## config.mk

```make
export PLATFORM = sky130hd
export DESIGN_NAME = conditionFlop
export DESIGN_NICKNAME = d
export VERILOG_FILES = /design/src/hdl/cpuBusPkg.sv /design/src/hdl/conditionFlop.sv
export SDC_FILE = /design/constraint.sdc
export NUM_CORES = 1
export LEC_CHECK = 0
export ABC_AREA = 1
export ABC_CLOCK_PERIOD_IN_PS = 1200
export BUFFER_PORTS_ARGS = -buffer_cell sky130_fd_sc_hd__buf_2
export CORE_AREA = 3 3 40 42
export DETAILED_ROUTE_END_ITERATION = 6
export DIE_AREA = 0 0 43 45
export PLACE_DENSITY = 0.47
export SYNTH_ARGS = -nofsm -noshare
export SYNTH_HDL_FRONTEND = slang
export SYNTH_SLANG_ARGS = --single-unit
```

## constraint.sdc

```tcl
create_clock -name clock -period 1.2 [get_ports clock]
set_input_delay 0.24 -clock clock [delete_from_list [all_inputs] [get_ports clock]]
set_output_delay 0.24 -clock clock [all_outputs]
set_load 0.05 [all_outputs]
```

## src/hdl/cpuBusPkg.sv

```systemverilog
package cpuBusPkg;

	// one machine word, also the width of the shared bus
	localparam int dataWidth = 32;

	// sixteen general registers
	localparam int regIndexWidth = 4;

	// every source that may drive the shared bus
	// only one is selected per step, so drivers never collide
	typedef enum logic [3:0] {
		busFromGpr    = 4'd0,
		busFromPc     = 4'd1,
		busFromIr     = 4'd2,
		busFromZHigh  = 4'd3,
		busFromZLow   = 4'd4,
		busFromHi     = 4'd5,
		busFromLo     = 4'd6,
		busFromMdr    = 4'd7,
		busFromInPort = 4'd8,
		busFromConst  = 4'd9,
		// nothing selected, bus reads zero
		busIdle       = 4'd10
	} busSourceT;

endpackage

```

## src/hdl/conditionFlop.sv

```systemverilog
`timescale 1ns/1ps

module conditionFlop (
	input  logic                            clock,
	input  logic                            rstN,
	input  logic                            conIn,
	input  logic [1:0]                      cond,
	input  logic [cpuBusPkg::dataWidth-1:0] busIn,
	output logic                            conFlag
);
	import cpuBusPkg::*;

	logic isZero;
	logic isNeg;
	logic condMet;

	assign isZero = (busIn == '0);
	assign isNeg  = busIn[dataWidth-1];

	// zero, nonzero, non-negative, negative
	always_comb begin
		case (cond)
			2'd0:    condMet = isZero;
			2'd1:    condMet = !isZero;
			2'd2:    condMet = !isNeg;
			default: condMet = isNeg;
		endcase
	end

	always_ff @(posedge clock or negedge rstN) begin
		if (!rstN) begin
			conFlag <= 1'b0;
		end else if (conIn) begin
			conFlag <= condMet;
		end
	end

endmodule

```

==> flow_summary.yaml <==
status:
  outcome: "finished clean"
global_routing:
  grt_usage_pct: 5.980
  use_met1_pct: 5.742
  antenna_found_initial: 0
  grtUsageMet3_pct: 0.3984
  grt_pass1_wl_um: 972
  grt_max_degree: 3
  grt_use_met2_pct: 14.07
  grt-busiest-layer: "met2"
  grt_remaining_overflow: 0
  grt_pass1_vias: 300
detailed_routing:
  drt-initial-drc-count: 0
  wire_per_inst_um: 7.110
  drt-pass1-iter-count: 1
  vias_per_cell: 3.813
  wl_um: 647
  ant_nets: 0
  drcViolationCount: 0
  vias: 347
worst_setup_path:
  crit_required_ns: 1.08
  crit_path_max_fanout: 2
  cp_common_cell: "nand2_1"
  cp_cell_sequence: "buf_6 -> or2_1 -> nor2_1 -> nand2_1 -> nor2_1 -> nand2_1 -> nand2_1 -> nand2_1 -> nand3_1 -> nand2_1"
  critPathBufInv: 1
  critPathKind: "primary input to flop"
  critPathMaxStageDelay_ns: 0.21
  crit_family: "simple AND/OR/NAND/NOR gates"
  crit_path_start_kind: "primary input"
  end_kind: "flop"
  crit_slowest_cell: "or2_1"
  critical_path_arrival_ns: 1.01
die:
  die_w_um: 43
  std_cell_rows: 13
  dieArea_um2: 1935
  initial_core_util_pct: 14.02
  num_io_pins: 38
  core_area_um2: 1285
  die_h_um: 45
placed_design:
  place_hpwl_um: 621.4
  gpl.final_weighted_congestion: 0.5998
  post-place-ws_ns: 0.02259
  placedInstanceArea_um2: 384.1
  portBuffers: 37
layout:
  antenna-diode-count: 0
  drive_gt1_share_pct: 50.00
  fillers: 159
  synthToLayoutAreaGrowth_pct: 116.7
  layout_commonest_cell: "buf_2"
  final_cell_area_um2: 390.4
  regMostFlops: "conFlag"
  nets: 115
  most-common-layout-cells: "buf_2, nor2_1, nand2_1, nand3_1, inv_1"
  top_regs: "conFlag: 1 flops"
  largest_register_ff_count: 1
sta:
  slew_viol_final: 0
  hold_viol_final: 0
  period_minus_slack_ns: 1.130
  hold_ws_ns: 0.01518
  finalCritPeriodShare_pct: 94.19
  relSlewSlack_pct: 83.71
  skew_ns: 0
  timing.fmax_mhz: 884.8
  worst_pin_slew_ns: 0.2461
  rsz0062_at_grt: "yes"
  setup-violations-final: 0
  layout_setup_ws_ns: 0.06977
clock_tree:
  postCtsSetupBuffers: 0
  clk_latency_ns: 0
  clk_pin_slew_ns: 0
logic_synthesis:
  netlist_instances: 39
  ys_ff_latch: 1
  synth.avg_cell_area_um2: 4.620
  ys_types: 9
  yosysWarnings: 0
  syn-cell-area_um2: 180.2
  yosysSeqAreaShare_pct: 13.89
  synth_nets: 76
power:
  powerDensity_nw_per_um2: 358.0
  p_leak_nw: 0.2322
  ir_drop_mv: 0.1017
job:
  cap_violations: 0
worst_hold_path:
  hp-class: "primary input to asynchronous set/reset pin"
-- cells in the mapped netlist, drive strengths merged --
master	instances	area [um2]
dfrtp	1	25.02
nor2	18	70.07
nand2	11	41.29
or2	1	6.260
nand3	3	15.01
nor3	1	5.000
nand4	1	6.260
inv	3	11.26
-- final timing paths --
kind                            startpoint      end  slack [ns]  depth (start not counted)
min in group clock                 conFlag  conFlag        0.46                          2
max in group asynchronous             rstN  conFlag        1.10                          1
worst max-delay path               cond[1]  conFlag        0.07                         10
worst min register to register     conFlag  conFlag        0.46                          2
worst min-delay path                  rstN  conFlag        0.02                          1
worst max register to register     conFlag  conFlag        0.62                          2
-- cells by family after synthesis --
group | Yosys count | synth area share, %
DFF | 1 | 13.89
buffers and inverters | 3 | 6.250
and+or+nand+nor | 35 | 79.86
-- routing by layer --
| layer | vias to the layer above | share of wire [%] |
|---|---|---|
| li1 | 195 | - |
| met1 | 132 | 30 |
| met2 | 20 | 56 |
| met3 | 0 | 14 |
| met4 | 0 | 0 |
| met5 | - | 0 |
-- worst reg2reg max path: stages (launching register included) --
cell     delay (ns)
dfrtp_1        0.35
nand2_1        0.06
nand2_1        0.05
-- power breakdown --
part           switching (mW)  total, mW  leakage (nW)  internal (mW)
Clock                       0          0             0              0
Combinational          0.0432      0.100         0.220         0.0569
Sequential            0.00167     0.0397        0.0120         0.0380
-- what timing repair did --
action,in CTS,in global routing
setup endpoints to repair,0,1
gates resized for setup,0,1
hold buffers,0,0
-- layout make-up --
cell class	instances	area (um2)	area share (%)
Sequential cell	1	25.02	6.410
Inverter	3	11.26	2.885
Tap cell	15	18.77	4.808
Multi-Input combinational cell	35	143.9	36.86
Timing Repair Buffer	37	191.4	49.04
-- through the flow --
step	util [%]	setup TNS, ns	cells	total power, mW
2_1_floorplan	-	0	39	0.07602
3_3_place_gp	29.89	0	91	0.1382
3_5_place_dp	29.89	0	91	0.1389
4_1_cts	29.89	0	91	0.1392
5_1_grt	30.38	-0.04492	91	0.1532
6_report	30.38	0	91	0.1398
No activity file was read; power rests on OpenSTA's default activity.
