==> src/hdl/cpuBusPkg.sv <==
package cpuBusPkg;

	// one machine word, also the width of the shared bus
	localparam int dataWidth = 32;

	// sixteen general registers
	localparam int regIndexWidth = 4;

	// every source that may drive the shared bus
	// only one is selected per step, so drivers never collide
	typedef enum logic [3:0] {
		busFromGpr    = 4'd0,
		busFromPc     = 4'd1,
		busFromIr     = 4'd2,
		busFromZHigh  = 4'd3,
		busFromZLow   = 4'd4,
		busFromHi     = 4'd5,
		busFromLo     = 4'd6,
		busFromMdr    = 4'd7,
		busFromInPort = 4'd8,
		busFromConst  = 4'd9,
		// nothing selected, bus reads zero
		busIdle       = 4'd10
	} busSourceT;

endpackage

==> src/hdl/aluOpPkg.sv <==
package aluOpPkg;

	// full ALU result, wide enough for a 32x32 product
	localparam int productWidth = 64;

	typedef enum logic [2:0] {
		aluAdd   = 3'd0,
		aluSub   = 3'd1,
		aluAnd   = 3'd2,
		aluOr    = 3'd3,
		aluShl   = 3'd4,
		aluShr   = 3'd5,
		aluMul   = 3'd6,
		// bus plus one, used to step the PC
		aluIncPc = 3'd7
	} aluOpT;

endpackage

==> src/hdl/alu.sv <==
`timescale 1ns/1ps

module alu (
	input  aluOpPkg::aluOpT                    aluOp,
	input  logic [cpuBusPkg::dataWidth-1:0]    y,
	input  logic [cpuBusPkg::dataWidth-1:0]    busIn,
	output logic [aluOpPkg::productWidth-1:0]  result
);
	import cpuBusPkg::*;
	import aluOpPkg::*;

	localparam int padWidth = productWidth - dataWidth;

	logic [dataWidth-1:0]           wordResult;
	logic signed [productWidth-1:0] product;
	logic [4:0]                     shiftAmt;

	// only the low five bits of B count for shifts
	assign shiftAmt = busIn[4:0];

	// both operands signed, so they extend by sign to the full width
	assign product = $signed(y) * $signed(busIn);

	always_comb begin
		case (aluOp)
			aluAdd:   wordResult = y + busIn;
			aluSub:   wordResult = y - busIn;
			aluAnd:   wordResult = y & busIn;
			aluOr:    wordResult = y | busIn;
			aluShl:   wordResult = y << shiftAmt;
			aluShr:   wordResult = y >> shiftAmt;
			aluIncPc: wordResult = busIn + 1'b1;
			default:  wordResult = '0;
		endcase
	end

	// word results are zero extended, the product uses all 64 bits
	always_comb begin
		if (aluOp == aluMul) begin
			result = product;
		end else begin
			result = {{padWidth{1'b0}}, wordResult};
		end
	end

endmodule

==> config.mk <==
export PLATFORM = sky130hd
export DESIGN_NAME = alu
export DESIGN_NICKNAME = d
export VERILOG_FILES = /design/src/hdl/cpuBusPkg.sv /design/src/hdl/aluOpPkg.sv /design/src/hdl/alu.sv
export SDC_FILE = /design/constraint.sdc
export NUM_CORES = 2
export LEC_CHECK = 0
export BUFFER_PORTS_ARGS = -buffer_cell sky130_fd_sc_hd__buf_2
export CAP_MARGIN = 5
export CORE_ASPECT_RATIO = 1.5
export CORE_MARGIN = 3
export CORE_UTILIZATION = 60
export DETAILED_ROUTE_END_ITERATION = 8
export MAX_ROUTING_LAYER = met4
export PLACE_DENSITY = 0.77
export SLEW_MARGIN = 5
export SYNTH_ARGS = -nofsm -noshare
export SYNTH_HDL_FRONTEND = slang
export SYNTH_SLANG_ARGS = --single-unit
==> constraint.sdc <==
create_clock -name vclk -period 22.4
set_input_delay 5.6 -clock vclk [all_inputs]
set_output_delay 5.6 -clock vclk [all_outputs]
set_load 0.1 [all_outputs]
==> results.cfg <==
[place]
dp_hpwl_mm = 144.6
post-place-ws_ps = 991.1
io_buffers = 131
gp_congestion = 1.107
placed_cells = 6007

[clock_tree]
cts_resized = 0
cts_setup_buffers = 0
ctsHoldBuffers = 0

[cells_and_area]
layout-drive-gt1-share = 0.05568
design.seq.count = 0
most-common-layout-cells = fa_1 (1,084), inv_1 (1,027), nor2_1 (735)
area_delta_synth_final_pct = 3.729
nNetsFinal = 6566
final_common_cell = fa_1
clkbuf_count = 0
ff_latch_area_um2 = 0
final_cell_count_no_fill = 6026

[floorplanning]
dieArea_um2 = 75240
rows = 119
initial_core_util = 0.6101
io-pin-count = 131
fp.dieW_um = 225.0
die_h_um = 334.5
coreArea_um2 = 70720

[sta]
max_slew_margin = -0.04219
worst_pin_slew_ps = 1552
timing.final.ws_setup_ps = 434.7
finalCriticalPeriod_ps = 21970
max_freq_mhz = 45.53
setup_tns_ps = 0
final-setup-viol-count = 0
post-route-period-util = 0.9806
finalMaxSlewViolations = 4
hold_viol_final = 0
timing.hold.ws_ps = 12150
rsz0062_at_grt = no

[min_path]
hold_class = in2out
hold_start = aluOp[0]
hold_path_end = result[7]
whs_path_depth = 4

[routing]
avgViaCountPerCell = 6.433
drt_pre_antenna_iters = 8
drc = 0
drt_iter0_markers = 4278
dr_total_vias = 38760
ant_nets = 0
finalWirelength_mm = 182.8
routedWlPerCell_um = 30.33

[worst_setup_path]
cp_common_cell = fa_1
crit_slowest_cell = clkinv_1
arrival_ps = 16370
crit_path_max_incr_delay_ps = 920
start_kind = input port
cp_max_fo = 22
cp-end-kind = primary output
worstPathRequired_ps = 16800
setup.worst_path.class = in2out

[global_route]
grt_start_max_net_pins = 55
antenna_found_initial = 15
grt_usage = 0.5223
overflow = 0
grt_pass1_vias = 41620
grt_pass1_wl_mm = 271.7

[yosys]
ys_seq_area_frac = 0
synth_area_um2 = 43150
synthCells = 5149
postSynthAreaPerCell_um2 = 8.381
ys_types = 77
yosys.area.top_type = fa_1
synth_top_area_frac = 0.5029
synth_nets = 6612
yosysWarnings = 0
synthTopCellsByArea = fa_1 (50%), ha_1 (9.0%), inv_1 (8.9%)

[run_status]
outcome = complete, but fails checks
violations = max-capacitance violations, max-slew violations

[job]
drv_cap = 2
-- cell usage after synthesis, types with 25 or more instances --
cell type	number
a211oi_1	30
a21o_1	48
a21oi_1	191
buf_1	62
clkbuf_1	219
clkinv_1	25
fa_1	1084
ha_1	312
inv_1	1027
mux2i_1	81
nand2_1	591
nand2b_1	41
nand3_1	29
nor2_1	736
nor3_1	33
o21ai_0	156
o21ai_1	30
o21bai_1	25
xnor2_1	71
xor2_1	43
-- critical path, delay by kind of cell --
family	cells	cell delay (ps)
xor gates and xnor gates	1	630
and+or+nand+nor	3	1020
adders and majority gates	9	4380
AOI/OAI and AO/OA	6	2400
buffers and inverters	6	2280
-- layer usage --
metal  global-route usage  wire (µm)  vias to the layer above
met2               0.7771      81560                     2706
met1               0.5353      54410                    19320
met5                    -          0                        -
met3               0.1503      19870                     1154
li1                     -          -                    15580
met4               0.5396      26940                        0
-- per-stage QoR --
step                instance area [µm²]    util
detailed placement                44680  0.6317
CTS                               44680  0.6317
global placement                  44680  0.6317
floorplan                         43150       -
global route                      44760  0.6328
finish                            44760  0.6329
-- logic make-up (layout without fill, tap and decap cells) --
family,after synthesis,after routing,synth area share
buffers and inverters,1343,1295,0.1169
AOI/OAI and AO/OA,675,675,0.09864
muxes,97,97,0.02453
xor gates and xnor gates,114,114,0.02314
adders and majority gates,1396,1396,0.5934
other,0,18,0
and+or+nand+nor,1524,1524,0.1434
-- worst max path at each step --
| stage | startpoint | to | slack, ps | depth (start not counted) |
|---|---|---|---|---|
| floorplan | busIn[1] | result[58] | 1770 | 27 |
| global placement | y[13] | result[39] | 1210 | 27 |
| detailed placement | y[14] | result[39] | 990 | 25 |
| CTS | y[14] | result[39] | 950 | 25 |
| global route | y[13] | result[39] | 360 | 27 |
| finish | y[14] | result[39] | 430 | 25 |
-- area by class of cell --
class                      instances  area [µm²]
antenna                           18       45.04
fill                            6296       25960
inverter                        1058        3973
multi-input combinational       3806       38150
tap                              907        1135
timing repair buffer             237        1455
