--- src/hdl/cpuBusPkg.sv ---
package cpuBusPkg;

	// one machine word, also the width of the shared bus
	localparam int dataWidth = 32;

	// sixteen general registers
	localparam int regIndexWidth = 4;

	// every source that may drive the shared bus
	// only one is selected per step, so drivers never collide
	typedef enum logic [3:0] {
		busFromGpr    = 4'd0,
		busFromPc     = 4'd1,
		busFromIr     = 4'd2,
		busFromZHigh  = 4'd3,
		busFromZLow   = 4'd4,
		busFromHi     = 4'd5,
		busFromLo     = 4'd6,
		busFromMdr    = 4'd7,
		busFromInPort = 4'd8,
		busFromConst  = 4'd9,
		// nothing selected, bus reads zero
		busIdle       = 4'd10
	} busSourceT;

endpackage

--- src/hdl/busMux.sv ---
`timescale 1ns/1ps

module busMux (
	input  cpuBusPkg::busSourceT            busSel,
	input  logic [cpuBusPkg::dataWidth-1:0] gprOut,
	input  logic [cpuBusPkg::dataWidth-1:0] pc,
	input  logic [cpuBusPkg::dataWidth-1:0] ir,
	input  logic [cpuBusPkg::dataWidth-1:0] zHigh,
	input  logic [cpuBusPkg::dataWidth-1:0] zLow,
	input  logic [cpuBusPkg::dataWidth-1:0] hi,
	input  logic [cpuBusPkg::dataWidth-1:0] lo,
	input  logic [cpuBusPkg::dataWidth-1:0] mdr,
	input  logic [cpuBusPkg::dataWidth-1:0] inPort,
	input  logic [cpuBusPkg::dataWidth-1:0] constIn,
	output logic [cpuBusPkg::dataWidth-1:0] busOut
);
	import cpuBusPkg::*;

	// encoded select, so at most one source reaches the bus
	always_comb begin
		case (busSel)
			busFromGpr:    busOut = gprOut;
			busFromPc:     busOut = pc;
			busFromIr:     busOut = ir;
			busFromZHigh:  busOut = zHigh;
			busFromZLow:   busOut = zLow;
			busFromHi:     busOut = hi;
			busFromLo:     busOut = lo;
			busFromMdr:    busOut = mdr;
			busFromInPort: busOut = inPort;
			busFromConst:  busOut = constIn;
			// busIdle and unused codes
			default:       busOut = '0;
		endcase
	end

endmodule

--- config.mk ---
export PLATFORM = sky130hd
export DESIGN_NAME = busMux
export DESIGN_NICKNAME = d
export VERILOG_FILES = /design/src/hdl/cpuBusPkg.sv /design/src/hdl/busMux.sv
export SDC_FILE = /design/constraint.sdc
export NUM_CORES = 1
export LEC_CHECK = 0
export BUFFER_PORTS_ARGS = -buffer_cell sky130_fd_sc_hd__buf_2
export CORE_AREA = 8 8 130 132
export DETAILED_ROUTE_END_ITERATION = 10
export DIE_AREA = 0 0 138 140
export PLACE_DENSITY = 0.55
export SYNTH_ARGS = -nofsm -noshare
export SYNTH_HDL_FRONTEND = slang
export SYNTH_SLANG_ARGS = --single-unit
--- constraint.sdc ---
create_clock -name vclk -period 2.77
set_clock_uncertainty 0.15 [all_clocks]
set_input_delay 0.1385 -clock vclk [all_inputs]
set_output_delay 0.1385 -clock vclk [all_outputs]
set_load 0.01 [all_outputs]
==> flow_metrics.env <==
export IMPL_hpwl_mm=16.88
export IMPL_cpPeakStageDelay_ps=450
export IMPL_cp_slowest_cell="and2b_1"
export IMPL_initial_utilization=0.1849
export IMPL_fp_coreArea_mm2=0.01486
export IMPL_rows=45
export IMPL_critical_path_max_fanout=21
export IMPL_endpoint_kind="output pin"
export IMPL_net_switching_power_mw=0.3554
export IMPL_hold_start="lo[14]"
export IMPL_fmax_mhz=452.4
export IMPL_swShare=0.4841
export IMPL_antenna_found_initial=4
export IMPL_layout_setup_ws_ps=559.5
export IMPL_yosysWarnings=0
export IMPL_routed_wl_mm=19.66
export IMPL_synth_top_cell_area_share=0.1639
export IMPL_design_die_area_mm2=0.01932
export IMPL_fin_crit_sh=0.7980
export IMPL_fill_cells=1753
export IMPL_syn_area_mm2=0.002749
export IMPL_die_x_um=138
export IMPL_layout_nets=991
export IMPL_pre_cts_slack_ps=505.9
export IMPL_cp_top_family="simple AND/OR/NAND/NOR gates"
export IMPL_crit_buf_inv=2
export IMPL_static_leakage_power_nw=2.372
export IMPL_vdd_drop_max_mv=0.05111
export IMPL_start_kind="input port"
export IMPL_dr_first_iter_drc_count=246
export IMPL_postLayoutCellArea_mm2=0.004666
export IMPL_relSlewSlack=0.4832
export IMPL_cp_data_arrival_time_ps=1920
export IMPL_drtAntennaViolNets=0
export IMPL_hold_violations=0
export IMPL_slew_viol_final=0
export IMPL_viasPerCell=5.141
export IMPL_io_pins=356
export IMPL_clock_buffers=0
export IMPL_grt_start_max_net_pins=33
export IMPL_vias=4390
export IMPL_postCtsHoldBufs=0
export IMPL_setup_tns_ps=0
export IMPL_worstPathCellList="buf_2 > and2b_1 > a22oi_1 > o22ai_1 > or3_1 > buf_2"
export IMPL_cp_common_cell="buf_2"
export IMPL_synth_top_area_cell="a22oi_1"
export IMPL_synth_area_top_cells="a22oi_1 16%, mux2i_1 16%, a22o_1 7.0%"
export IMPL_setup_viol=0
export IMPL_cts_resized=0
export IMPL_design_seq_count=0
export IMPL_grt_pass1_vias=4925
export IMPL_drtPass1Iterations=4
export IMPL_syn_avg_cell_area_um2=8.280
export IMPL_p_int_mw=0.3788
export IMPL_hold_path_class="in -> out"
export IMPL_die_h_um=140
export IMPL_crit_type="in -> out"
export IMPL_dpl_instance_area_mm2=0.004663
export IMPL_period_minus_slack_ps=2210
export IMPL_ff_latch_area_um2=0
export IMPL_syn_to_final_growth_pct=69.73
export IMPL_post_route_drc_count=0
export IMPL_grt_use_total=0.1864
export IMPL_grt_ovfl_total=0
export IMPL_power_mw=0.7342
export IMPL_min_to="busOut[14]"
export IMPL_cp_required_ps=2480
export IMPL_synth_nets=656
export IMPL_place_gp_congestion=0.7952
export IMPL_max_cap_viol_count=0
export IMPL_post_cts_setup_buffer_count=0
export IMPL_wire_per_inst_um=23.03
export IMPL_final_util=0.3139
export IMPL_yosysSeqAreaShare=0
export IMPL_rsz0062_at_grt="no"
export IMPL_pwr_share_seq=0
export IMPL_status="finished, final reports clean"
export IMPL_path_depth=6
export IMPL_pwr_share_comb=1.000
export IMPL_port_buffers=356
export IMPL_whs_path_depth=4
export IMPL_postSynthCellCount=332
export IMPL_drive_gt1_frac=0.6271
export IMPL_tightestPinTransition_ps=771.0
export IMPL_grt_pass1_wl_mm=28.90
export IMPL_synth_distinct_cells=47
export IMPL_power_density_mw_per_mm2=157.4
export IMPL_clkPwrFrac=0
through the flow:
step,std cells,hold slack [ps]
final,854,430.8
after global routing,854,453.5
after CTS,853,437.0
after detailed placement,853,436.5
after global placement,853,433.8
after floorplan,332,234.9
worst max-delay path by stage:
| stage | slack [ps] | from | end |
|---|---|---|---|
| 6_report | 560 | busSel[3] | busOut[11] |
| 5_1_grt | 320 | busSel[2] | busOut[16] |
| 4_1_cts | 500 | busSel[3] | busOut[16] |
| 3_5_place_dp | 510 | busSel[3] | busOut[16] |
| 3_3_place_gp | 500 | busSel[3] | busOut[10] |
| 2_1_floorplan | 1240 | busSel[1] | busOut[10] |
layout by cell type (no fill, tap or decap), types with 3 or more instances in the layout:
| cell type | n |
|---|---|
| buf_2 | 355 |
| nand2_1 | 3 |
| o32ai_1 | 8 |
| nor2b_1 | 7 |
| o22ai_1 | 12 |
| a21oi_1 | 13 |
| o2bb2ai_1 | 4 |
| a22o_1 | 22 |
| o221ai_1 | 21 |
| nor3_1 | 4 |
| a221oi_2 | 12 |
| buf_4 | 21 |
| a22oi_1 | 60 |
| o211ai_1 | 4 |
| and2b_1 | 3 |
| or3_1 | 8 |
| mux2i_1 | 45 |
| mux2_2 | 11 |
| a31oi_1 | 3 |
| nor2_1 | 5 |
| nor3b_1 | 5 |
| a221oi_1 | 5 |
| mux2_4 | 8 |
synthesized netlist by cell type (5+ instances only):
cell type,number
or3_1,8
nor2_1,5
a221oi_2,12
mux2_2,11
clkbuf_1,11
buf_6,10
buf_2,12
a21oi_1,13
buf_4,9
mux2_4,8
a221oi_1,5
o22ai_1,12
a22oi_1,60
o32ai_1,8
nor2b_1,7
mux2i_1,45
o221ai_1,21
nor3b_1,5
a22o_1,22
metal layers:
metal  wire length [um]  up-vias  global-route usage
met5                 36        -                   0
met4                118        6             0.01087
met3               1609       16             0.04902
met2              10010      240              0.3509
met1               7887     2034              0.2139
li1                   -     2094                   -
area by class of cell:
type / count / area, um^2 / share of cell area
multi-input cells: 287 / 2470 / 0.5294
repair buffers: 377 / 1954 / 0.4189
well taps: 188 / 235.2 / 0.05042
inverters: 1 / 3.754 / 0.0008045
diodes: 1 / 2.502 / 0.0005363
power groups by stage:
stage                     sequential, mW     clock, mW  combinational, mW
after floorplan                        0             0              0.361
after global routing                   0  0.0000000483              0.798
after CTS                              0             0              0.743
final                                  0  0.0000000483              0.734
after global placement                 0             0              0.737
after detailed placement               0             0              0.740
cells by family after synthesis:
group                  Yosys count  share of synthesized area
buffers and inverters           45                     0.1070
multiplexers                    66                     0.2608
AO/OA/AOI/OAI                  169                     0.5048
AND/OR/NAND/NOR                 52                     0.1275
(Power assumes the default switching activity.)
