[src/hdl/cpuBusPkg.sv]
package cpuBusPkg;

	// one machine word, also the width of the shared bus
	localparam int dataWidth = 32;

	// sixteen general registers
	localparam int regIndexWidth = 4;

	// every source that may drive the shared bus
	// only one is selected per step, so drivers never collide
	typedef enum logic [3:0] {
		busFromGpr    = 4'd0,
		busFromPc     = 4'd1,
		busFromIr     = 4'd2,
		busFromZHigh  = 4'd3,
		busFromZLow   = 4'd4,
		busFromHi     = 4'd5,
		busFromLo     = 4'd6,
		busFromMdr    = 4'd7,
		busFromInPort = 4'd8,
		busFromConst  = 4'd9,
		// nothing selected, bus reads zero
		busIdle       = 4'd10
	} busSourceT;

endpackage

[src/hdl/registerFile.sv]
`timescale 1ns/1ps

module registerFile (
	input  logic                           clock,
	input  logic                           rstN,
	input  logic [cpuBusPkg::dataWidth-1:0] ir,
	input  logic                           gra,
	input  logic                           grb,
	input  logic                           grc,
	input  logic                           rIn,
	input  logic                           baOut,
	input  logic [cpuBusPkg::dataWidth-1:0] busIn,
	output logic [cpuBusPkg::dataWidth-1:0] gprOut,
	output logic [cpuBusPkg::dataWidth-1:0] constOut
);
	import cpuBusPkg::*;

	localparam int regCount = 1 << regIndexWidth;

	logic [dataWidth-1:0]     regs [regCount];
	logic [regIndexWidth-1:0] regSel;

	// register number taken from the IR fields, ra first
	always_comb begin
		if (gra) begin
			regSel = ir[26:23];
		end else if (grb) begin
			regSel = ir[22:19];
		end else if (grc) begin
			regSel = ir[18:15];
		end else begin
			regSel = '0;
		end
	end

	always_ff @(posedge clock or negedge rstN) begin
		if (!rstN) begin
			for (int i = 0; i < regCount; i++) begin
				regs[i] <= '0;
			end
		end else if (rIn) begin
			regs[regSel] <= busIn;
		end
	end

	// base-address mode: R0 stands for a zero base
	assign gprOut = (baOut && regSel == '0) ? '0 : regs[regSel];

	// 19-bit constant field, sign extended to a word
	assign constOut = {{(dataWidth - 19){ir[18]}}, ir[18:0]};

endmodule

[config.mk]
export PLATFORM = sky130hd
export DESIGN_NAME = registerFile
export DESIGN_NICKNAME = d
export VERILOG_FILES = /design/src/hdl/cpuBusPkg.sv /design/src/hdl/registerFile.sv
export SDC_FILE = /design/constraint.sdc
export NUM_CORES = 1
export LEC_CHECK = 0
export BUFFER_PORTS_ARGS = -buffer_cell sky130_fd_sc_hd__buf_2
export CORE_MARGIN = 5
export CORE_UTILIZATION = 40
export CTS_BUF_LIST = sky130_fd_sc_hd__clkbuf_4 sky130_fd_sc_hd__clkbuf_8 sky130_fd_sc_hd__clkbuf_16
export DETAILED_ROUTE_END_ITERATION = 16
export SETUP_SLACK_MARGIN = 0.3
export SLEW_MARGIN = 20
export SYNTH_ARGS = -nofsm -noshare
export SYNTH_HDL_FRONTEND = slang
export SYNTH_SLANG_ARGS = --single-unit
[constraint.sdc]
create_clock -name clock -period 2.9 [get_ports clock]
set_input_delay 0 -clock clock [delete_from_list [all_inputs] [get_ports clock]]
set_output_delay 0 -clock clock [all_outputs]
set_load 0.03 [all_outputs]
==> out/results.tsv, run 1 <==
metric	value	unit
Peak VDD IR	0.6001	mV
Slew Limit Fails	0	
Clock transition at path regs	0.06	ns
Power Density	833.1	mW/mm2
dpl cells	2866	
NetSw	6.752	mW
drt first pass iters	5	
GRT Total Usage	20.56	%
Bufs on Longest Clock Path	3	
vias	17010	
Avg Inst Size Synth	11.57	um2
Slew HR	39.84	%
largest net degree at the start of global routing	84	
Initial Util	40.16	%
Async SR Flop Fraction	100.0	%
Worst-Skew Late Latency	0.60	ns
biggest regs	regs: 512 flops	
Final min period	2.548	ns
worst min-delay path category	in -> out	
nature of the critical path startpoint	flop	
Vias/cell	5.646	
Flop pwr share	46.1	%
Synth Area in Compound Gates	3.482	%
FMAX	392.5	MHz
initial antenna violation count	3	
CP Cell Sequence	mux2_2, a32o_1, a211oi_2, a31oi_1, o2111a_1, a311o_1, clkbuf_4	
worst path bufs/invs	1	
crit path max fanout	3	
Worst path max stage delay	0.41	ns
Sink Count	512	
Worst EP required	2.90	ns
Yosys cell types	42	
Clock Tree Root	clkbuf_16	
final hold vios	0	
Worst EP arrival	2.55	ns
vias in the first global route	17360	
Max-cap violations	0	
final RePlAce weighted congestion	0.7885	
port bufs	99	
drt first-iter violations	1441	
Combinational Power Share	23.0	%
post-synthesis mux area share	26.99	%
# rows	90	
top-level port count	135	
post-layout net count	2252	
Area growth syn-to-layout	16.60	%
Area contributors post-synth	dfrtp_1 53%, mux2_2 22%, nand2_1 6.0%, nand3_1 3.8%, mux2i_1 3.1%	
LEAKAGE	12.45	nW
net count after synthesis	2159	
routed len/inst	23.03	um
main combinational cell family by area after synthesis	multiplexers	
dpl hpwl	42000	um
Most flops, register	regs	
outcome	complete, no violations	
post-route ant nets	0	
Die Y	255.7	um
top_reg_cell synth	dfrtp_1	
CTS tree	done	
switching fraction of total power	28.78	%
Post-Synth XOR/XNOR Area	0	%
critical path's top delay family	compound AO/OA/AOI/OAI gates	
final setup vio count	0	
CP max-delay cell	dfrtp_1	
part of the Yosys area used for sequential elements	53.05	%
cts bufs inserted	55	
Clk pwr share	30.8	%
cell with the most instances after synthesis	dfrtp_1	
setup TNS	0	ns
Post-Synth Adder-Cell Area	0	%
CORE AREA	0.06013	mm2
Die Width	255.7	um
global route total overflow	0	
final wirelength	69350	um
critical path class	reg -> out	
Finished Layout Cells	3012	
Final Core Density	46.83	%
Multi-input gate area	0.01053	mm2
Design Power	23.46	mW
Slew @ Worst Pin	0.8995	ns
RSZ-0062 raised after global routing	yes	
cells after synthesis	2088	
yosys warns	0	
max reg flops	512	
Synth top area share	53.05	%
simple-gate area share of the yosys netlist	12.21	%
first-pass GRT wire length	106800	um
# DRC	0	
Worst Setup End Kind	output port	
synthesized area	0.02415	mm2
die area	0.06539	mm2
P_int	16.71	mW
#FFs+latches synth	512	
Clock Skew	0	ns
synth cell count leaders	512 x dfrtp_1, 482 x mux2_2, 384 x nand2_1, 183 x nand3_1, 83 x buf_2	
storage element area	0.01281	mm2
share of cells above drive strength 1	37.18	%
Final Cycle Share	87.85	%
cell taking the most area after synthesis	dfrtp_1	
number of synthesized flops with an enable pin	0	
htree depth	2	
fill count	5445	
[power groups by stage]
| stage | Clock (mW) | Combinational, mW | Sequential, mW |
|---|---|---|---|
| global route | 7.66 | 5.98 | 11.1 |
| CTS | 7.40 | 5.43 | 10.8 |
| detailed placement | 0 | 5.36 | 10.9 |
| finish | 7.23 | 5.40 | 10.8 |
| floorplan | 0 | 4.07 | 10.5 |
| global placement | 0 | 5.19 | 10.7 |
[cell usage in the layout (no fill, tap or decap), drive strengths merged, types with 2 or more instances in the layout]
cell type	synthesis	layout
mux2	513	513
dfrtp	512	512
nand2	386	386
buf	137	205
nand3	183	183
clkbuf	67	89
mux2i	74	74
a21oi	49	49
dlygate4sd3	0	33
nor3	30	30
nand4	24	24
a32oi	15	15
nor2b	14	14
a31oi	13	13
nor2	11	11
nand3b	10	10
clkinv	0	10
o22ai	9	9
o221ai	8	8
a2111oi	6	6
a311oi	5	5
a211oi	5	5
a21o	3	4
diode	0	3
nor4	3	3
bufinv	0	3
inv	1	2
a22oi	2	2
[through the flow]
stage               setup WS (ns)  instance area (um2)  hold slack (ns)
CTS                        0.3020                28050        0.0002048
floorplan                  0.5121                24150          -0.2956
detailed placement         0.1483                25770        0.0002048
global placement           0.1528                25770        0.0002048
global route               0.2387                28150       0.00004079
finish                     0.3524                28160       0.00001159
[timing repair]
| action | CTS | global route |
|---|---|---|
| cloned | 0 | 1 |
| endpoints found under the hold margin | 938 | 0 |
| endpoints found under the setup margin | 2 | 11 |
| resized for setup | 2 | 13 |
| pin swaps | 0 | 3 |
| setup buffers | 0 | 5 |
| hold buffers | 34 | 0 |
[metal layers]
| metal | wire, um | track usage (%) |
|---|---|---|
| met2 | 32910 | 33.37 |
| met1 | 30290 | 28.95 |
| met3 | 4409 | 3.285 |
| met4 | 1577 | 5.517 |
| met5 | 168 | 0 |
[worst paths after layout]
check / slack, ns / end / from / cells past startpoint
hold reg to reg: 0.49 / regs[501] / regs[501] / 1
hold / removal: 0.00001 / constOut[12] / ir[12] / 0
setup / recovery: 0.35 / gprOut[7] / regs[167] / 7
min in group asynchronous: 0.07 / regs[473] / rstN / 3
max in group asynchronous: 2.29 / regs[309] / rstN / 4
setup reg to reg: 2.10 / regs[187] / regs[187] / 1
[area by class of cell]
class	count	share of cell area, %
Antenna cell	3	0.02666
Clock buffer	88	6.079
Clock inverter	15	0.6843
Inverter	1	0.01333
Multi-Input combinational cell	1372	37.40
Sequential cell	512	45.50
Tap cell	782	3.475
Timing Repair Buffer	239	6.816
[cell families after synthesis]
logic type      count (synthesis)
compound gates                121
buf+inv                       205
flops                         512
mux                           587
simple gates                  663
Power figures use the tool's default switching activity.
==> run 2, diff against run 1 <==
==> constraint.sdc (replaced) <==
create_clock -name clock -period 2.9 [get_ports clock]
set_input_delay 0.29 -clock clock [delete_from_list [all_inputs] [get_ports clock]]
set_output_delay 0.29 -clock clock [all_outputs]
set_load 0.03 [all_outputs]
==> run 2 against run 1 <==
- combinational power up 14%
- clock skew unchanged
- core utilization up 3.0 points
- final cell count up 1.8%
- largest power group unchanged
- hold slack better by 0.12 ns
- setup slack worse by 0.21 ns
- clock power down 1%
- sequential power about the same
- critical endpoint unchanged
==> out/results.tsv, run 2 (synthesized netlist as in run 1, its figures left out) <==
metric	value	unit
Worst Setup End Kind	output port	
Highest Signal Layer	met5	
Clock transition at path regs	0.06	ns
Worst-Skew Late Latency	0.61	ns
LEAKAGE	13.18	nW
Clock Tree Root	clkbuf_16	
post-route ant nets	0	
Final Core Density	49.80	%
Area growth syn-to-layout	24.01	%
Final Cycle Share	94.92	%
initial antenna violation count	7	
vias	17260	
Slew Limit Fails	0	
Most flops, register	regs	
CP Cell Sequence	mux2_2, a32o_1, a211oi_2, a31oi_1, o2111a_1, a311o_1, buf_6	
first-pass GRT wire length	109800	um
FMAX	363.3	MHz
CORE AREA	0.06013	mm2
Die Width	255.7	um
global route total overflow	0	
storage element area	0.01281	mm2
drt first pass iters	5	
setup TNS	0	ns
top-level port count	135	
CP max-delay cell	dfrtp_1	
outcome	complete, no violations	
routed len/inst	23.45	um
final setup vio count	0	
die area	0.06539	mm2
final RePlAce weighted congestion	0.7852	
Initial Util	40.16	%
Multi-input gate area	0.01106	mm2
Worst Min Path Start	busIn[19]	
most common cell after layout, fill and taps aside	dfrtp_1	
port bufs	99	
worst path bufs/invs	1	
Slew HR	59.19	%
# DRC	0	
Clock Skew	0	ns
Worst path max stage delay	0.42	ns
reg2reg start	regs[167]	
leading cell types in the layout, fill and taps excluded	512 x dfrtp_1, 482 x mux2_2, 382 x nand2_1, 174 x nand3_1, 117 x buf_4	
crit path max fanout	3	
Met2 Wirelength	36130	um
Worst EP arrival	2.46	ns
Bufs on Longest Clock Path	3	
Slew @ Worst Pin	0.6121	ns
critical path class	reg -> out	
share of cells above drive strength 1	43.62	%
htree depth	2	
post-layout net count	2308	
biggest regs	regs: 512 flops	
Final min period	2.753	ns
largest net degree at the start of global routing	82	
Die Y	255.7	um
final wirelength	71910	um
met1 wire length	30460	um
worst min-delay path category	in -> reg	
dpl hpwl	42480	um
Max-cap violations	0	
Vias/cell	5.628	
cts bufs inserted	55	
vias in the first global route	17670	
nature of the critical path startpoint	flop	
# rows	90	
GRT Total Usage	21.27	%
Sink Count	512	
Worst EP required	2.61	ns
Critical path origin	regs[231]	
RSZ-0062 raised after global routing	yes	
Power Density	806.1	mW/mm2
Peak VDD IR	0.5444	mV
max reg flops	512	
final hold vios	0	
CTS tree	done	
drt first-iter violations	1300	
metal3 WL	3585	um
critical path's top delay family	compound AO/OA/AOI/OAI gates	
fill count	5252	
-- run 2: worst paths after layout --
check / endpoint / cells past startpoint / slack, ns
worst max-delay path: gprOut[7] / 7 / 0.15
worst min-delay path: regs[179] / 2 / 0.12
worst max register to register: regs[167] / 2 / 1.97
worst min register to register: regs[124] / 1 / 0.49
max in group asynchronous: regs[187] / 3 / 1.76
min in group asynchronous: regs[345] / 2 / 0.25
-- run 2: routing by layer --
layer / GRT usage, % / vias to the layer above
li1: - / 7644
met1: 27.99 / 9061
met2: 36.83 / 438
met3: 3.295 / 114
met4: 5.802 / 4
met5: 0 / -
-- run 2: stage by stage --
step / hold WS, ns / setup WS (ns) / power (mW) / std cells / instance area [um2]
after global routing: 0.1257 / 0.08434 / 25.39 / 3064 / 29940
final: 0.1199 / 0.1473 / 24.14 / 3067 / 29950
after floorplan: -0.005591 / 0.3366 / 14.65 / 2088 / 24240
after CTS: 0.08409 / 0.1491 / 24.00 / 3039 / 29310
after detailed placement: 0.2987 / 0.01917 / 16.41 / 2891 / 26410
after global placement: 0.3004 / 0.05284 / 16.08 / 2891 / 26410
-- run 2: repair_timing --
action                     4_1_cts  5_1_grt
gates resized for setup         95       88
setup buffers                   36       20
pin swaps                       30       39
setup endpoints to repair       32       32
cloned                          10        4
hold buffers                     1        0
hold endpoints to repair        56        0
-- run 2: power by group --
part	internal, mW	total [mW]	leakage, nW	switching [mW]
clock	4.20	7.16	0.943	2.95
sequential	9.59	10.9	6.28	1.26
combinational	3.28	6.13	5.96	2.85
-- run 2: cell type report --
class | count | area share, %
diodes | 4 | 0.03342
clock buffers | 78 | 5.318
clock inverters | 23 | 0.8732
inverters | 1 | 0.01253
multi-input cells | 1372 | 36.93
flip-flops and latches | 512 | 42.78
well taps | 782 | 3.267
repair buffers | 295 | 10.79
-- run 2: worst reg2reg max path, stage by stage, from the launching register on --
cell and delay (ns):
dfrtp_1 0.41, buf_4 0.16, mux2_2 0.25
==> run 3, diff against run 2 <==
==> constraint.sdc (replaced) <==
create_clock -name clock -period 2.8 [get_ports clock]
set_input_delay 0.28 -clock clock [delete_from_list [all_inputs] [get_ports clock]]
set_output_delay 0.28 -clock clock [all_outputs]
set_load 0.02 [all_outputs]
==> run 3 against run 2 <==
- the run now ends with setup timing left
- non-clock buffer count grew 1
- first-iteration DRC count grew 0.23%
- final cell count is the same
- highest routed layer unchanged
==> out/results.tsv, run 3 (synthesized netlist as in run 1, its figures left out) <==
metric	value	unit
CTS tree	done	
Die Width	255.7	um
Power Density	834.6	mW/mm2
CP max-delay cell	dfrtp_1	
outcome	finished with violations	
GRT Total Usage	21.93	%
met1 wire length	31690	um
Final min period	2.824	ns
metal3 WL	5564	um
worst reg-to-reg setup slack	1.89	ns
Worst setup endpoint	gprOut[7]	
Critical path origin	regs[167]	
Worst EP arrival	2.54	ns
Clock transition at path regs	0.06	ns
vias in the first global route	18160	
P_int	18.01	mW
reg2reg start	regs[231]	
critical path class	reg -> out	
RSZ-0062 raised after global routing	yes	
CORE AREA	0.06013	mm2
largest net degree at the start of global routing	95	
crit path max fanout	2	
worst min-delay path category	in -> reg	
Bufs on Longest Clock Path	3	
Slew HR	42.97	%
top-level port count	135	
switching fraction of total power	29.13	%
Final Cycle Share	100.9	%
setup TNS	-0.02421	ns
share of cells above drive strength 1	44.72	%
# DRC	0	
reg2reg path depth	2	
Area growth syn-to-layout	26.08	%
Worst-Skew Late Latency	0.61	ns
Die Y	255.7	um
# rows	90	
Slew Limit Fails	0	
leading cell types in the layout, fill and taps excluded	512 x dfrtp_1, 482 x mux2_2, 369 x nand2_1, 166 x nand3_1, 104 x buf_4	
Peak VDD IR	0.5602	mV
routed len/inst	23.96	um
Sink Count	512	
Worst path max stage delay	0.38	ns
Clock Skew	0	ns
CP Cell Sequence	mux2_2, a32o_1, a211oi_2, a31oi_1, o2111a_1, a311o_1, buf_6	
biggest regs	regs: 512 flops	
violated checks	setup timing	
Final WS setup	-0.02421	ns
fill count	5152	
Vias/cell	5.681	
drt first pass iters	6	
die area	0.06539	mm2
FMAX	354.1	MHz
cts bufs inserted	55	
final RePlAce weighted congestion	0.7815	
Slew @ Worst Pin	0.8545	ns
Combinational Power Share	25.6	%
final hold vios	0	
vias	17420	
most common cell after layout, fill and taps aside	dfrtp_1	
dpl hpwl	43150	um
Clock Tree Root	clkbuf_16	
Met2 Wirelength	34590	um
first-pass GRT wire length	112900	um
htree depth	2	
post-route ant nets	0	
final wirelength	73490	um
Worst Setup End Kind	output port	
NetSw	7.402	mW
max reg flops	512	
port bufs	99	
LEAKAGE	13.34	nW
global route total overflow	0	
Flop pwr share	44.4	%
Highest Signal Layer	met5	
Worst EP required	2.52	ns
Most flops, register	regs	
Max-cap violations	0	
RR Endpoint	regs[231]	
Initial Util	40.16	%
Clk pwr share	30.0	%
drt first-iter violations	1303	
initial antenna violation count	9	
post-layout net count	2309	
nature of the critical path startpoint	flop	
Final Core Density	50.63	%
final setup vio count	1	
## run 3: how the worst min path moves through the flow
stage	from	to	slack (ns)	depth (start not counted)
floorplan	rstN	regs[0]	-0.02	0
global placement	rstN	regs[282]	0.32	1
detailed placement	rstN	regs[344]	0.31	1
CTS	busIn[18]	regs[178]	0.06	2
global route	busIn[16]	regs[272]	0.11	2
finish	busIn[6]	regs[262]	0.11	2
## run 3: routing by layer
metal / vias up / GRT usage, %
met2: 625 / 35.44
li1: 7616 / -
met1: 9043 / 30.09
met3: 134 / 4.982
met5: - / 0
met4: 6 / 5.862
## run 3: layout make-up
class | instances | area [um2] | share of cell area (%)
well taps | 782 | 978.4 | 3.213
flip-flops and latches | 512 | 12810 | 42.08
inverters | 1 | 3.754 | 0.01233
diodes | 4 | 10.01 | 0.03287
multi-input cells | 1372 | 11260 | 36.99
clock inverters | 15 | 190.2 | 0.6246
clock buffers | 85 | 1727 | 5.671
repair buffers | 296 | 3465 | 11.38
## run 3: through the flow
step	std cells	hold slack [ns]	cell area (um2)	total power, mW	setup slack (ns)
2_1_floorplan	2088	-0.01559	24170	15.03	0.3328
3_3_place_gp	2900	0.3152	26390	16.53	-0.1061
3_5_place_dp	2900	0.3137	26390	16.89	-0.1665
4_1_cts	3049	0.06478	29660	25.09	0.008865
5_1_grt	3065	0.1124	30440	26.72	-0.08000
6_report	3067	0.1067	30450	25.41	-0.02421
## run 3: power groups by stage
| stage | Sequential (mW) | Combinational [mW] | Clock [mW] |
|---|---|---|---|
| finish | 11.3 | 6.51 | 7.61 |
| floorplan | 10.9 | 4.11 | 0 |
| detailed placement | 11.3 | 5.59 | 0 |
| global placement | 11.1 | 5.40 | 0 |
| global route | 11.6 | 7.12 | 8.03 |
| CTS | 11.2 | 6.17 | 7.72 |
## run 3: critical path, delay by kind of cell (launching register included)
family	cells	cell delay, ns
AO/OA/AOI/OAI	5	1.13
flip-flops	1	0.38
multiplexers	1	0.26
buffers and inverters	1	0.15
## run 3: timing repair
item                       4_1_cts  5_1_grt
gates cloned                    16        3
hold buffers                     1        0
setup endpoints to repair       32       32
hold endpoints to repair        65        0
pin swaps                       30       56
gates resized for setup        107      148
setup buffers                   32       11
